**config.mk**
```make
export PLATFORM = sky130hd
export DESIGN_NAME = a429_rx_top
export DESIGN_NICKNAME = d
export VERILOG_FILES = /design/src/hw/a429_pkg.sv /design/src/hw/a429_rx_top.sv /design/src/hw/a429_word_fifo.sv /design/src/hw/a429_label_filter.sv /design/src/hw/a429_word_assembler.sv /design/src/hw/a429_bit_decoder.sv
export VERILOG_INCLUDE_DIRS = /design/src /design/src/include
export SDC_FILE = /design/constraint.sdc
export NUM_CORES = 1
export LEC_CHECK = 0
export BUFFER_PORTS_ARGS = -buffer_cell sky130_fd_sc_hd__buf_2
export CORE_UTILIZATION = 60
export CTS_BUF_LIST = sky130_fd_sc_hd__clkbuf_8 sky130_fd_sc_hd__clkbuf_16
export DETAILED_ROUTE_END_ITERATION = 10
export GPL_TIMING_DRIVEN = 1
export HOLD_SLACK_MARGIN = 0.05
export PLACE_DENSITY = 0.77
export SKIP_CTS_REPAIR_TIMING = 1
export SLEW_MARGIN = 20
export SYNTH_ARGS = -nofsm -noshare
export SYNTH_HDL_FRONTEND = slang
export SYNTH_SLANG_ARGS = --single-unit
```
**constraint.sdc**
```tcl
create_clock -name clk -period 3.3 [get_ports clk]
set_input_delay 0.495 -clock clk [delete_from_list [all_inputs] [get_ports clk]]
set_output_delay 0.495 -clock clk [all_outputs]
set_load 0.05 [all_outputs]
```
**src/include/a429_macros.svh**
```systemverilog
`ifndef A429_MACROS_SVH
`define A429_MACROS_SVH

// system clock in Hz
`define A429_CLK_HZ 50000000

// line rates in bits per second
`define A429_RATE_HI 100000
`define A429_RATE_LO 12500

// half-bit ticks of continuous null that end a word, three bit times
`define A429_GAP_TICKS 6

// received words held for the host
`define A429_FIFO_DEPTH 4

// width of the saturating parity error counter
`define A429_ERR_W 8

`endif
```
**src/hw/a429_pkg.sv**
```systemverilog
`default_nettype none

package a429_pkg;

	// selects the half-bit period, CLK_HZ / (2 * rate)
	typedef enum logic
	{
		SPEED_HI,
		SPEED_LO
	} speed_t;

	// bit 32 down to bit 1, the label holds the first bit received in its MSB
	typedef struct packed
	{
		logic parity;
		logic [1:0] ssm;
		logic [18:0] data; // LSB is received bit 11
		logic [1:0] sdi;
		logic [7:0] label;
	} a429_word_t;

	// one-cycle strobes from the decoder
	typedef struct packed
	{
		logic bit_stb;
		logic value; // 1 for a pulse on HI, 0 for a pulse on LO
		logic gap;
		logic illegal;
	} line_bit_t;

endpackage

`default_nettype wire

```
**src/hw/a429_rx_top.sv**
```systemverilog
`timescale 1ns/100ps
`default_nettype none

`include "a429_macros.svh"

module a429_rx_top (
	input logic clk,
	input logic rst,
	input logic hi,
	input logic lo,
	input a429_pkg::speed_t speed,
	input logic label_we,
	input logic [7:0] label_addr,
	input logic label_en,
	input logic rd,
	output logic rdy,
	output a429_pkg::a429_word_t rd_data,
	output logic overflow,
	output logic [`A429_ERR_W-1:0] parity_err_count
);

	a429_pkg::line_bit_t line;
	logic word_valid;
	a429_pkg::a429_word_t word;
	logic push;
	a429_pkg::a429_word_t push_word;

	a429_bit_decoder u_decoder (
		.clk(clk),
		.rst(rst),
		.hi(hi),
		.lo(lo),
		.speed(speed),
		.line(line)
	);

	a429_word_assembler u_assembler (
		.clk(clk),
		.rst(rst),
		.line(line),
		.word_valid(word_valid),
		.word(word)
	);

	a429_label_filter u_filter (
		.clk(clk),
		.rst(rst),
		.word_valid(word_valid),
		.word(word),
		.label_we(label_we),
		.label_addr(label_addr),
		.label_en(label_en),
		.push(push),
		.push_word(push_word),
		.parity_err_count(parity_err_count)
	);

	a429_word_fifo #(
		.payload_t(a429_pkg::a429_word_t)
	) u_fifo (
		.clk(clk),
		.rst(rst),
		.push(push),
		.push_data(push_word),
		.rd(rd),
		.rdy(rdy),
		.rd_data(rd_data),
		.overflow(overflow)
	);

endmodule

`default_nettype wire

```
**src/hw/a429_word_fifo.sv**
```systemverilog
`timescale 1ns/100ps
`default_nettype none

`include "a429_macros.svh"

module a429_word_fifo #(
	parameter type payload_t = logic [31:0]
) (
	input logic clk,
	input logic rst,
	input logic push,
	input payload_t push_data,
	input logic rd,
	output logic rdy,
	output payload_t rd_data,
	output logic overflow
);

	localparam int DEPTH = `A429_FIFO_DEPTH;
	localparam int PTR_W = (DEPTH > 1) ? $clog2(DEPTH) : 1;
	localparam int CNT_W = $clog2(DEPTH + 1);

	payload_t mem [DEPTH];
	logic [PTR_W-1:0] wr_ptr;
	logic [PTR_W-1:0] rd_ptr;
	logic [CNT_W-1:0] count;
	logic full;
	logic do_pop;
	logic do_push;

	function automatic logic [PTR_W-1:0] ptr_inc(input logic [PTR_W-1:0] p);
		return (p == PTR_W'(DEPTH - 1)) ? '0 : p + 1'b1;
	endfunction

	assign rdy = (count != '0);
	assign full = (count == CNT_W'(DEPTH));
	assign rd_data = mem[rd_ptr];
	assign do_pop = rd & rdy;
	assign do_push = push & (~full | do_pop); // a pop frees the slot in the same cycle

	always_ff @(posedge clk)
	begin
		if (rst)
		begin
			wr_ptr <= '0;
			rd_ptr <= '0;
			count <= '0;
			overflow <= 1'b0;
		end
		else
		begin
			if (do_push)
				wr_ptr <= ptr_inc(wr_ptr);
			if (do_pop)
				rd_ptr <= ptr_inc(rd_ptr);
			case ({do_push, do_pop})
				2'b10: count <= count + 1'b1;
				2'b01: count <= count - 1'b1;
				default: count <= count;
			endcase
			if (push && !do_push)
				overflow <= 1'b1;
		end
	end

	always_ff @(posedge clk)
	begin
		if (do_push)
			mem[wr_ptr] <= push_data;
	end

endmodule

`default_nettype wire

```
**src/hw/a429_label_filter.sv**
```systemverilog
`timescale 1ns/100ps
`default_nettype none

`include "a429_macros.svh"

module a429_label_filter (
	input logic clk,
	input logic rst,
	input logic word_valid,
	input a429_pkg::a429_word_t word,
	input logic label_we,
	input logic [7:0] label_addr,
	input logic label_en,
	output logic push,
	output a429_pkg::a429_word_t push_word,
	output logic [`A429_ERR_W-1:0] parity_err_count
);

	logic [255:0] en_tbl;
	logic parity_ok;

	// odd parity over the whole word
	assign parity_ok = ^word;

	always_ff @(posedge clk)
	begin
		if (rst)
		begin
			en_tbl <= '1;
			push <= 1'b0;
			parity_err_count <= '0;
		end
		else
		begin
			if (label_we)
				en_tbl[label_addr] <= label_en;

			push <= word_valid & parity_ok & en_tbl[word.label];

			if (word_valid && !parity_ok && parity_err_count != '1)
				parity_err_count <= parity_err_count + 1'b1; // saturates at all ones
		end
	end

	always_ff @(posedge clk)
	begin
		if (word_valid)
			push_word <= word;
	end

endmodule

`default_nettype wire

```
**src/hw/a429_word_assembler.sv**
```systemverilog
`timescale 1ns/100ps
`default_nettype none

module a429_word_assembler (
	input logic clk,
	input logic rst,
	input a429_pkg::line_bit_t line,
	output logic word_valid,
	output a429_pkg::a429_word_t word
);

	logic armed;
	logic [5:0] bit_cnt;
	logic [31:0] word_bits;

	assign word = a429_pkg::a429_word_t'(word_bits);

	// control state
	always_ff @(posedge clk)
	begin
		if (rst)
		begin
			armed <= 1'b0;
			bit_cnt <= '0;
			word_valid <= 1'b0;
		end
		else
		begin
			word_valid <= 1'b0;
			if (line.illegal)
			begin
				armed <= 1'b0; // the word is lost and a gap must come first
				bit_cnt <= '0;
			end
			else if (line.gap)
			begin
				armed <= 1'b1;
				bit_cnt <= '0;
			end
			else if (line.bit_stb && armed)
			begin
				bit_cnt <= bit_cnt + 1'b1;
				if (bit_cnt == 6'd31)
				begin
					word_valid <= 1'b1;
					armed <= 1'b0;
				end
			end
		end
	end

	// the label arrives MSB first, the rest lands by position
	always_ff @(posedge clk)
	begin
		if (line.bit_stb && armed && !line.illegal && !line.gap)
		begin
			if (bit_cnt < 6'd8)
				word_bits[7:0] <= {word_bits[6:0], line.value};
			else
				word_bits[bit_cnt[4:0]] <= line.value;
		end
	end

endmodule

`default_nettype wire

```
**src/hw/a429_bit_decoder.sv**
```systemverilog
`timescale 1ns/100ps
`default_nettype none

`include "a429_macros.svh"

module a429_bit_decoder (
	input logic clk,
	input logic rst,
	input logic hi,
	input logic lo,
	input a429_pkg::speed_t speed,
	output a429_pkg::line_bit_t line
);

	localparam int HALF_HI = `A429_CLK_HZ / (2 * `A429_RATE_HI);
	localparam int HALF_LO = `A429_CLK_HZ / (2 * `A429_RATE_LO);
	localparam int DIV_W = $clog2(HALF_LO);
	localparam int NULL_W = $clog2(`A429_GAP_TICKS + 1);

	logic [1:0] hi_sync;
	logic [1:0] lo_sync;
	logic hi_s;
	logic lo_s;
	logic hi_q;
	logic lo_q;
	logic pulse_start;
	logic both_rise;
	logic null_now;
	logic [DIV_W-1:0] half_m1;
	logic [DIV_W-1:0] div_cnt;
	logic tick;
	logic [NULL_W-1:0] null_cnt;

	assign hi_s = hi_sync[1];
	assign lo_s = lo_sync[1];
	assign null_now = ~hi_s & ~lo_s;

	// a pulse starts when either line leaves null
	assign pulse_start = (hi_s | lo_s) & ~(hi_q | lo_q);
	assign both_rise = hi_s & lo_s & ~(hi_q & lo_q);

	assign half_m1 = (speed == a429_pkg::SPEED_HI) ? DIV_W'(HALF_HI - 1) : DIV_W'(HALF_LO - 1);
	assign tick = (div_cnt == half_m1);

	always_ff @(posedge clk)
	begin
		if (rst)
		begin
			hi_sync <= '0;
			lo_sync <= '0;
			hi_q <= 1'b0;
			lo_q <= 1'b0;
			div_cnt <= '0;
			null_cnt <= '0;
			line <= '0;
		end
		else
		begin
			hi_sync <= {hi_sync[0], hi};
			lo_sync <= {lo_sync[0], lo};
			hi_q <= hi_s;
			lo_q <= lo_s;

			// the divider is realigned to every pulse so ticks fall on half-bit edges
			if (pulse_start || tick)
				div_cnt <= '0;
			else
				div_cnt <= div_cnt + 1'b1;

			if (!null_now)
				null_cnt <= '0;
			else if (tick && null_cnt != NULL_W'(`A429_GAP_TICKS))
				null_cnt <= null_cnt + 1'b1; // holds at the limit so the gap fires once

			line.bit_stb <= pulse_start & ~(hi_s & lo_s);
			line.value <= hi_s;
			line.gap <= tick & null_now & (null_cnt == NULL_W'(`A429_GAP_TICKS - 1));
			line.illegal <= both_rise;
		end
	end

endmodule

`default_nettype wire

```
* Yosys cells after proc, flatten, opt, wreduce, memory -nomap -nowiden
Memory sizes are Yosys's and may differ from the RTL's. A register that Yosys moved wholly into a read port is not among the register bits.
Index checks and enable logic that the tools add are counted.
** Storage, ports and cells
- Bits in registers :: 368
- Latch bits :: 0
- Memory bits (writable) :: 128
- Memory bits (read-only) :: 0
- Input port bits :: 16
- Output and inout port bits :: 42
- Memories kept :: 1
** Memories
- u_fifo.mem :: depth 4, width 32, rd ports 1, clocked after memory_dff 1, wr ports 1, RTL line a429_word_fifo.sv:23 : payload_t mem [DEPTH];
** Operators by class
- Add/subtract/negate cells :: 8
- Multiply operators :: 0
- Div/mod/pow operators :: 0
- Order comparisons :: 6
- Equality and inequality tests :: 10
- Shift operators :: 0
- Multiplexer cells :: 21
- Bitwise logic cells :: 24
- Reductions and logical operators :: 26
** Operators with widths (number)
- $bwmux W256 :: 1
- $bwmux W32 :: 1
- $reduce_xor A32 Y1 :: 1
- $lt A8 B9 Y1 const B :: 2
- $and A1 B1 Y1 :: 12
- $add A11 B1 Y11 const B :: 1
- $eq A11 B11 Y1 :: 1
- $mux W11 :: 1
- $logic_and A1 B1 Y1 :: 9
- $mux W1 :: 9
- $not A1 Y1 :: 9
- $add A8 B1 Y8 const B :: 1
- $bmux W1 S8 :: 1
- $demux W1 S8 :: 1
- $ge A8 B1 Y1 const B :: 1
- $mux W2 :: 4
- $mux W8 :: 1
- $ne A8 B8 Y1 const B :: 1
- $add A3 B1 Y3 const B :: 2
- $add A6 B1 Y6 const B :: 1
- $eq A2 B2 Y1 const B :: 3
- $eq A3 B3 Y1 const B :: 2
- $eq A6 B5 Y1 const B :: 1
- $lt A5 B6 Y1 const B :: 1
- other kinds (17) :: 28

* Depth between registers and ports, before layout
Gate-level depths: netlist of run 1.
- Depth after elaboration :: 6
- Gate-level depth with buffers :: 11
- Depth with buffers taken out :: 8

* Hierarchy
From an unflattened synthesis of run 1, not the netlist that was laid out.
** Unflattened totals
- Cells, all modules :: 1827
- Area, all modules :: 22404.0 µm²
** By module, submodules not included
- a429_label_filter :: instances 1, cells each 1339, area each 14437.6 µm²
- a429_word_fifo :: instances 1, cells each 235, area each 5207.5 µm²
- a429_word_assembler :: instances 1, cells each 147, area each 1741.7 µm²
- a429_bit_decoder :: instances 1, cells each 106, area each 1017.2 µm²

* Worst setup path after synthesis of run 1
Ideal clock, no wire load.
- Path type :: register to register
- Start point :: register u_assembler.word_bits[0] (netlist: u_assembler.word[0])
- End point :: register u_filter.push
- Arrival :: 2176 ps
- Required time :: 3184 ps
- Slack :: 1008 ps
- Stages on the path, launching flop included :: 7
- Path buffers :: 1
- Period minus slack after synthesis :: 2292 ps
- Cell sequence :: edfxtp_1 > buf_6 > mux4_1 > mux4_2 > a2111oi_2 > a311oi_1 > o211a_1
** On the way
- Longest elaborated chain between the ends :: 3
- Elaborated cells between the ends (all ways) :: 5
** RTL lines
- start: declaration :: RTL line a429_word_assembler.sv:14 : logic [31:0] word_bits;
- start signal: assignment :: RTL line a429_word_assembler.sv:58 : word_bits[7:0] <= {word_bits[6:0], line.value};
- start signal: indexed assignment :: RTL line a429_word_assembler.sv:60 : word_bits[bit_cnt[4:0]] <= line.value;
- $bmux W1 S8 / $reduce_xor A32 Y1 (equally long branches) :: RTL line a429_label_filter.sv:38, a429_label_filter.sv:23
- $mux W1 (not written as such) / $and A1 B1 Y1 (equally long branches) :: RTL line a429_label_filter.sv:38 : push <= word_valid & parity_ok & en_tbl[word.label];
- $and A1 B1 Y1 * :: RTL line a429_label_filter.sv:38
- end signal: assignment :: RTL line a429_label_filter.sv:38
- end: declaration :: RTL line a429_label_filter.sv:14 : output logic push,
Every way passes the cells marked *; elsewhere a longest branch is shown, timed or not. The select of a mux whose other input is x is not followed.
A chain may end at the register's enable or synchronous reset.

==> results of run 1 <==
-- cell type report --
class | count | area (um2)
tap | 461 | 577
fill | 2515 | 11600
sequential | 498 | 11900
inverter | 9 | 33.8
timing repair buffer | 119 | 803
clock buffer | 57 | 1350
multi-input combinational | 1089 | 9430
clock inverter | 34 | 265
-- synth_stat cells (2+ instances only) --
library cell  number
o2111ai_1          2
or4_1              4
o32ai_1            2
mux2i_1           24
o21ai_0           11
nand2_1           60
o22ai_1            6
a2111oi_0          2
nand3_1           29
or3_1              9
a211o_1           30
xnor2_1           33
o31ai_1            4
a211oi_1           3
and2_1             7
nand4b_1           2
nor3_1            17
clkbuf_1         182
buf_4             11
a21oi_1           27
a22o_1             4
dfxtp_1          306
nor2b_1           53
buf_2              2
mux4_2            88
xor2_1            14
mux2_2             8
a311o_1          225
nand3b_1           4
nor4b_1            3
edfxtp_1         192
nor2_1           115
inv_1              9
nand4_1            9
a21boi_0         224
and3_1            18
nand2b_1          10
ha_1              14
or3b_2             2
buf_1              5
o211ai_1           2
nor4_1             4
-- per-layer routing --
metal | share of wire, % | vias to the layer above
li1 | - | 6943
met1 | 43 | 7506
met4 | 2.1 | 0
met5 | 0 | -
met3 | 5.8 | 81
met2 | 49 | 541
-- path summary, 6_finish.rpt --
check                  startpoint                      endpoint  slack, ns  depth (start not counted)
max                     flip-flop                   rd_data[26]       0.56                          3
min                            lo          u_decoder.lo_sync[0]       0.17                          2
max reg2reg  u_assembler.word[18]  u_filter.parity_err_count[6]       0.61                          7
min reg2reg  u_decoder.hi_sync[0]          u_decoder.hi_sync[1]       0.45                          1
-- stage by stage --
stage | std cells | total power [mW] | hold slack [ns]
floorplan | 1797 | 6.70 | 0.414
global placement | 2176 | 6.78 | 0.432
detailed placement | 2176 | 6.79 | 0.430
CTS | 2267 | 12.3 | 0.147
global route | 2267 | 12.5 | 0.156
finish | 2267 | 12.2 | 0.167
-- critical path, stage by stage, from the launching register on --
cell and delay (ns):
dfxtp_2 0.31, buf_4 0.51, mux4_2 0.61, buf_2 0.23
-- flip-flops by register name (all words and copies together) (netlist names), named ones only --
register	flops
u_decoder.null_cnt	3
u_fifo.wr_ptr	2
u_fifo.count	3
u_assembler.armed	1
u_assembler.word_valid	1
u_decoder.hi_sync	2
u_assembler.word	32
u_assembler.bit_cnt	6
u_decoder.div_cnt	11
u_decoder.lo_q	1
u_filter.parity_err_count	8
u_decoder.line	4
u_fifo.overflow	1
u_filter.en_tbl	256
u_decoder.lo_sync	2
u_filter.push	1
u_filter.push_word	32
u_fifo.mem	128
u_fifo.rd_ptr	2
-- cells by family after synthesis --
group,after synthesis,synth area share [%]
flip-flops,498,53.8
AND/OR/NAND/NOR,351,7.86
XOR/XNOR,48,1.93
AO/OA/AOI/OAI,554,21.2
adder cells (fa/ha/maj),15,0.882
buffers and inverters,210,3.80
multiplexers,121,10.6
-- power by group through the flow --
stage,Sequential [mW],Combinational (mW),Clock [mW]
floorplan,6.49,0.204,0
global placement,6.49,0.286,0
detailed placement,6.49,0.292,0
CTS,6.36,0.294,5.62
global route,6.36,0.324,5.87
finish,6.36,0.299,5.54
==> results.ini, run 1 <==
[power_and_ir_drop]
intPower_mw = 9.64
clock_power_share_pct = 45.4
power_density_nw_per_um2 = 501
ir_worst_vdd_mv = 0.377
switchingPower_mw = 2.56
seqPwrFrac_pct = 52.1
p_leak_nw = 7.99
switching_share_pct = 21.0
power.share.combinational_pct = 2.5

[sta]
max_clock_freq_mhz = 365
fin_ws_ns = 0.563
slew_violations = 0
skew_ns = 0.0218
worst_pin_slew_ns = 0.902
setup_viol = 0
setup-tns-final_ns = 0
rsz0062_at_grt = false
fin_crit_sh_pct = 82.9
finalHoldViolations = 0
relSlewSlack_pct = 39.9
period_needed_ns = 2.74

[outcome]
status = finished, final reports clean

[clocking]
cts_buffer_depth = 3
htreeDepth = 2
insertion_delay_ns = 0.56
cts_buffers = 49
cts_num_sinks = 498
root_buffer = clkbuf_16
cts_tree = yes
clk_pin_slew_ns = 0.06

[logic_synthesis]
syn_inst = 1797
synthesis.area_um2 = 22100
ys_ff_latch = 498
syn-num-nets = 1828
yosys-top-cells-area = dfxtp_1, edfxtp_1, a311o_1, mux4_2, a21boi_0
synth_edf_count = 192
ys_seq_area_share_pct = 53.8
synth_top_area_cell = dfxtp_1
yosysTopAreaCellShare_pct = 27.7
yosys_most_used_dff = dfxtp_1
syn_avg_cell_area_um2 = 12.3
synthArstFlopShare_pct = 0
synth_cell_types = 63
yosysWarningCount = 0

[global_routing]
grt_busiest_layer = met2
grt_overflow_total = 0
grt_pass1_vias = 14300
met3_usage_pct = 3.72
grtUsageMet2_pct = 43.4
grt_first_pass_wirelength_um = 78700
antenna_found_initial = 0
grtUsageMet1_pct = 36.1
grt_use_total_pct = 26.2
grt_max_degree = 183

[finish]
area_delta_synth_final_pct = 10.1
finalNetCount = 1797
final_core_utilization_pct = 67.8
layout_common_cells = dfxtp_1, a311o_1, a21boi_0
final_common_cell = dfxtp_1
n_antenna_cell = 0
drive_gt1_share_pct = 16.8
postLayoutCellArea_um2 = 24400

[critical_path]
worstSetupPathType = flip-flop to primary output
crit_required_ns = 2.80
crit_fanout = 32
endpoint_kind = primary output
critPathArrivalTime_ns = 2.24
start_kind = flip-flop

[worst_hold_path]
hold_class = primary input to flip-flop

[floorplan]
die_x_um = 194
die-area_um2 = 37600
core_area_um2 = 35900
start_util_pct = 61.6
ios = 58
row_count = 69
fp.dieH_um = 194

[routing]
first_pass_iters = 6
ant_nets = 0
routed-via-count = 15100
post-route-drc-count = 0
finalWirelength_um = 49700
viasPerCell = 6.65
drtIter0Drc = 1344
wire_per_inst_um = 21.9

[placement]
io_buffers = 57
dp_slack_ns = 0.652
place_area_um2 = 22700
hpwl_um = 29100
routabilityCongestion = 0.856

[flow_run]
drv_cap = 0

(Power assumes the default switching activity.)
==> run 2, diff against run 1 <==
--- a/config.mk
+++ b/config.mk
@@ -7,12 +7,12 @@
 export NUM_CORES = 1
 export LEC_CHECK = 0
 export BUFFER_PORTS_ARGS = -buffer_cell sky130_fd_sc_hd__buf_2
-export CORE_UTILIZATION = 60
+export CORE_UTILIZATION = 56
 export CTS_BUF_LIST = sky130_fd_sc_hd__clkbuf_8 sky130_fd_sc_hd__clkbuf_16
 export DETAILED_ROUTE_END_ITERATION = 10
 export GPL_TIMING_DRIVEN = 1
 export HOLD_SLACK_MARGIN = 0.05
-export PLACE_DENSITY = 0.77
+export PLACE_DENSITY = 0.76
 export SKIP_CTS_REPAIR_TIMING = 1
 export SLEW_MARGIN = 20
 export SYNTH_ARGS = -nofsm -noshare
==> constraint.sdc (replaced) <==
create_clock -name clk -period 2.5 [get_ports clk]
set_input_delay 0.375 -clock clk [delete_from_list [all_inputs] [get_ports clk]]
set_output_delay 0.375 -clock clk [all_outputs]
set_load 0.05 [all_outputs]
==> run 2 against run 1 <==
The flow now finishes with violations (setup timing). Via count is 2.9% higher. Power is 29% higher. Final cell count rose by 3.8%. Critical path depth stayed put. Flip-flop and latch count did not move. First-iteration DRC count increased by 8.4%. Wire length rose by 6.2%. Utilization shrank 3.4 points. Global-route usage shrank 0.95 points. Combinational power rose by 38%. Die area up 7.1%. Critical endpoint is now rd_data[8]. Largest cell class unchanged.
==> results.ini, run 2 (synthesized netlist as in run 1, its figures left out) <==
[floorplan]
core_area_um2 = 38800  ; +8.1%
ios = 58  ; unchanged
row_count = 72  ; +4.3%
die-area_um2 = 40300  ; +7.1%
start_util_pct = 57.0  ; -4.6 points
die_x_um = 201  ; +3.5%
fp.dieH_um = 201  ; +3.5%

[global_routing]
grt_overflow_total = 0  ; unchanged
grt_use_total_pct = 25.2  ; -0.95 points
grt_first_pass_wirelength_um = 82200  ; +4.4%
antenna_found_initial = 0  ; unchanged
grt_max_degree = 169  ; -7.7%
grt_pass1_vias = 14700  ; +3.2%

[clocking]
htreeDepth = 2  ; unchanged
insertion_delay_ns = 0.57  ; about the same
cts_buffers = 50  ; +2.0%
cts_num_sinks = 498  ; unchanged
cts_tree = yes
cts_buffer_depth = 3  ; unchanged
clk_pin_slew_ns = 0.06  ; about the same
root_buffer = clkbuf_16

[finish]
largest_register_ffs = 256  ; unchanged
final_common_cell = dfxtp_1
drive_gt1_share_pct = 18.2  ; +1.4 points
regArea_um2 = 11900  ; about the same
finalNetCount = 1827  ; +1.7%
multi_input_comb_area_um2 = 9490  ; +0.56%
layout_common_cells = dfxtp_1, a311o_1, a21boi_0
fillers = 2749  ; +9.3%
top_regs = u_filter.en_tbl (256), u_fifo.mem (128)
area_delta_synth_final_pct = 13.1
top_register = u_filter.en_tbl

[power_and_ir_drop]
total_power_mw = 15.7  ; +29%
power_density_nw_per_um2 = 629  ; +26%
p_leak_nw = 8.23  ; +3.1%
ir_worst_vdd_mv = 0.634  ; +68%

[placement]
hpwl_um = 30200  ; +3.9%
dp_slack_ns = -0.0177  ; -0.670 ns
routabilityCongestion = 0.832  ; -2.8%
io_buffers = 57  ; unchanged

[critical_path]
endpoint_kind = primary output
critPathArrivalTime_ns = 2.18  ; -0.06 ns
cp_cell_sequence = clkbuf_16, mux4_2, buf_2
slowest_delay_ns = 0.60  ; about the same
worstSetupPathType = flip-flop to primary output
crit_fanout = 13  ; -59%
crit_required_ns = 2.12  ; -0.68 ns
start_kind = flip-flop
slowest_stage = mux4_2

[sta]
period_needed_ns = 2.55
rsz0062_at_grt = true
skew_ns = 0.0154  ; -0.00637 ns
slew_violations = 0  ; unchanged
max_clock_freq_mhz = 391
fin_crit_sh_pct = 102
finalHoldViolations = 0  ; unchanged
worst_pin_slew_ns = 0.927  ; +0.0257 ns
fin_ws_ns = -0.0549  ; -0.618 ns
setup_viol = 1  ; +1
relSlewSlack_pct = 38.2  ; -1.7 points

[routing]
post-route-drc-count = 0  ; unchanged
ant_nets = 0  ; unchanged
viasPerCell = 6.59  ; -0.87%
drtIter0Drc = 1457  ; +8.4%
finalWirelength_um = 52700  ; +6.2%
first_pass_iters = 5  ; -1
routed-via-count = 15500  ; +2.9%
wire_per_inst_um = 22.4  ; +2.3%

[worst_hold_path]
hold_class = primary input to flip-flop

[outcome]
violations = setup timing
status = finished with violations

[flow_run]
drv_cap = 0  ; unchanged

-- run 2: per-layer routing --
metal / vias to the layer above / part of all wire (%) / global-route usage (%) / wire [um]
li1: 7024 / - / - / -
met1: 7860 / 43 / 34.4 / 22600
met2: 558 / 49 / 42.0 / 26000
met3: 64 / 6.4 / 3.99 / 3380
met4: 0 / 1.4 / 6.79 / 728
met5: - / 0 / 0 / 0
-- run 2: critical path, delay by kind of cell (launching register included) --
family	cells	cell delay, ns
buffers and inverters	2	0.50
muxes	1	0.60
DFF	1	0.49
-- run 2: cell type report --
class	count	share of cell area (%)
inverters	9	0.135
clock buffers	55	5.28
diodes	1	0.0100
clock inverters	35	0.780
multi-input cells	1089	37.9
flip-flops and latches	498	47.6
repair buffers	148	5.73
well taps	518	2.59
-- run 2: final timing paths --
kind                                             end  cells past startpoint  slack, ns                  from
worst min-delay path            u_decoder.hi_sync[0]                      2       0.05                    hi
worst max register to register         u_filter.push                      7       0.04   u_assembler.word[0]
worst min register to register  u_decoder.hi_sync[1]                      1       0.46  u_decoder.hi_sync[0]
worst max-delay path                      rd_data[8]                      3      -0.05             flip-flop
-- run 2: through the flow --
stage	std cells	hold WS [ns]	utilization [%]	cell area, um2	TNS (ns)
global placement	2247	0.434	59.8	23200	0
detailed placement	2247	0.442	59.8	23200	-0.0177
finish	2353	0.0468	64.4	25000	-0.0549
global route	2352	0.0645	64.4	25000	-0.154
floorplan	1797	0.414	-	22100	0
CTS	2337	0.0115	63.7	24700	-1.88
-- run 2: report_power, final --
| group | leakage [nW] | total (mW) | internal, mW | switching, mW |
|---|---|---|---|---|
| sequential | 4.22 | 8.40 | 8.38 | 0.0136 |
| combinational | 3.20 | 0.414 | 0.104 | 0.311 |
| clock | 0.816 | 6.91 | 3.88 | 3.04 |
| total | 8.23 | 15.7 | 12.4 | 3.36 |
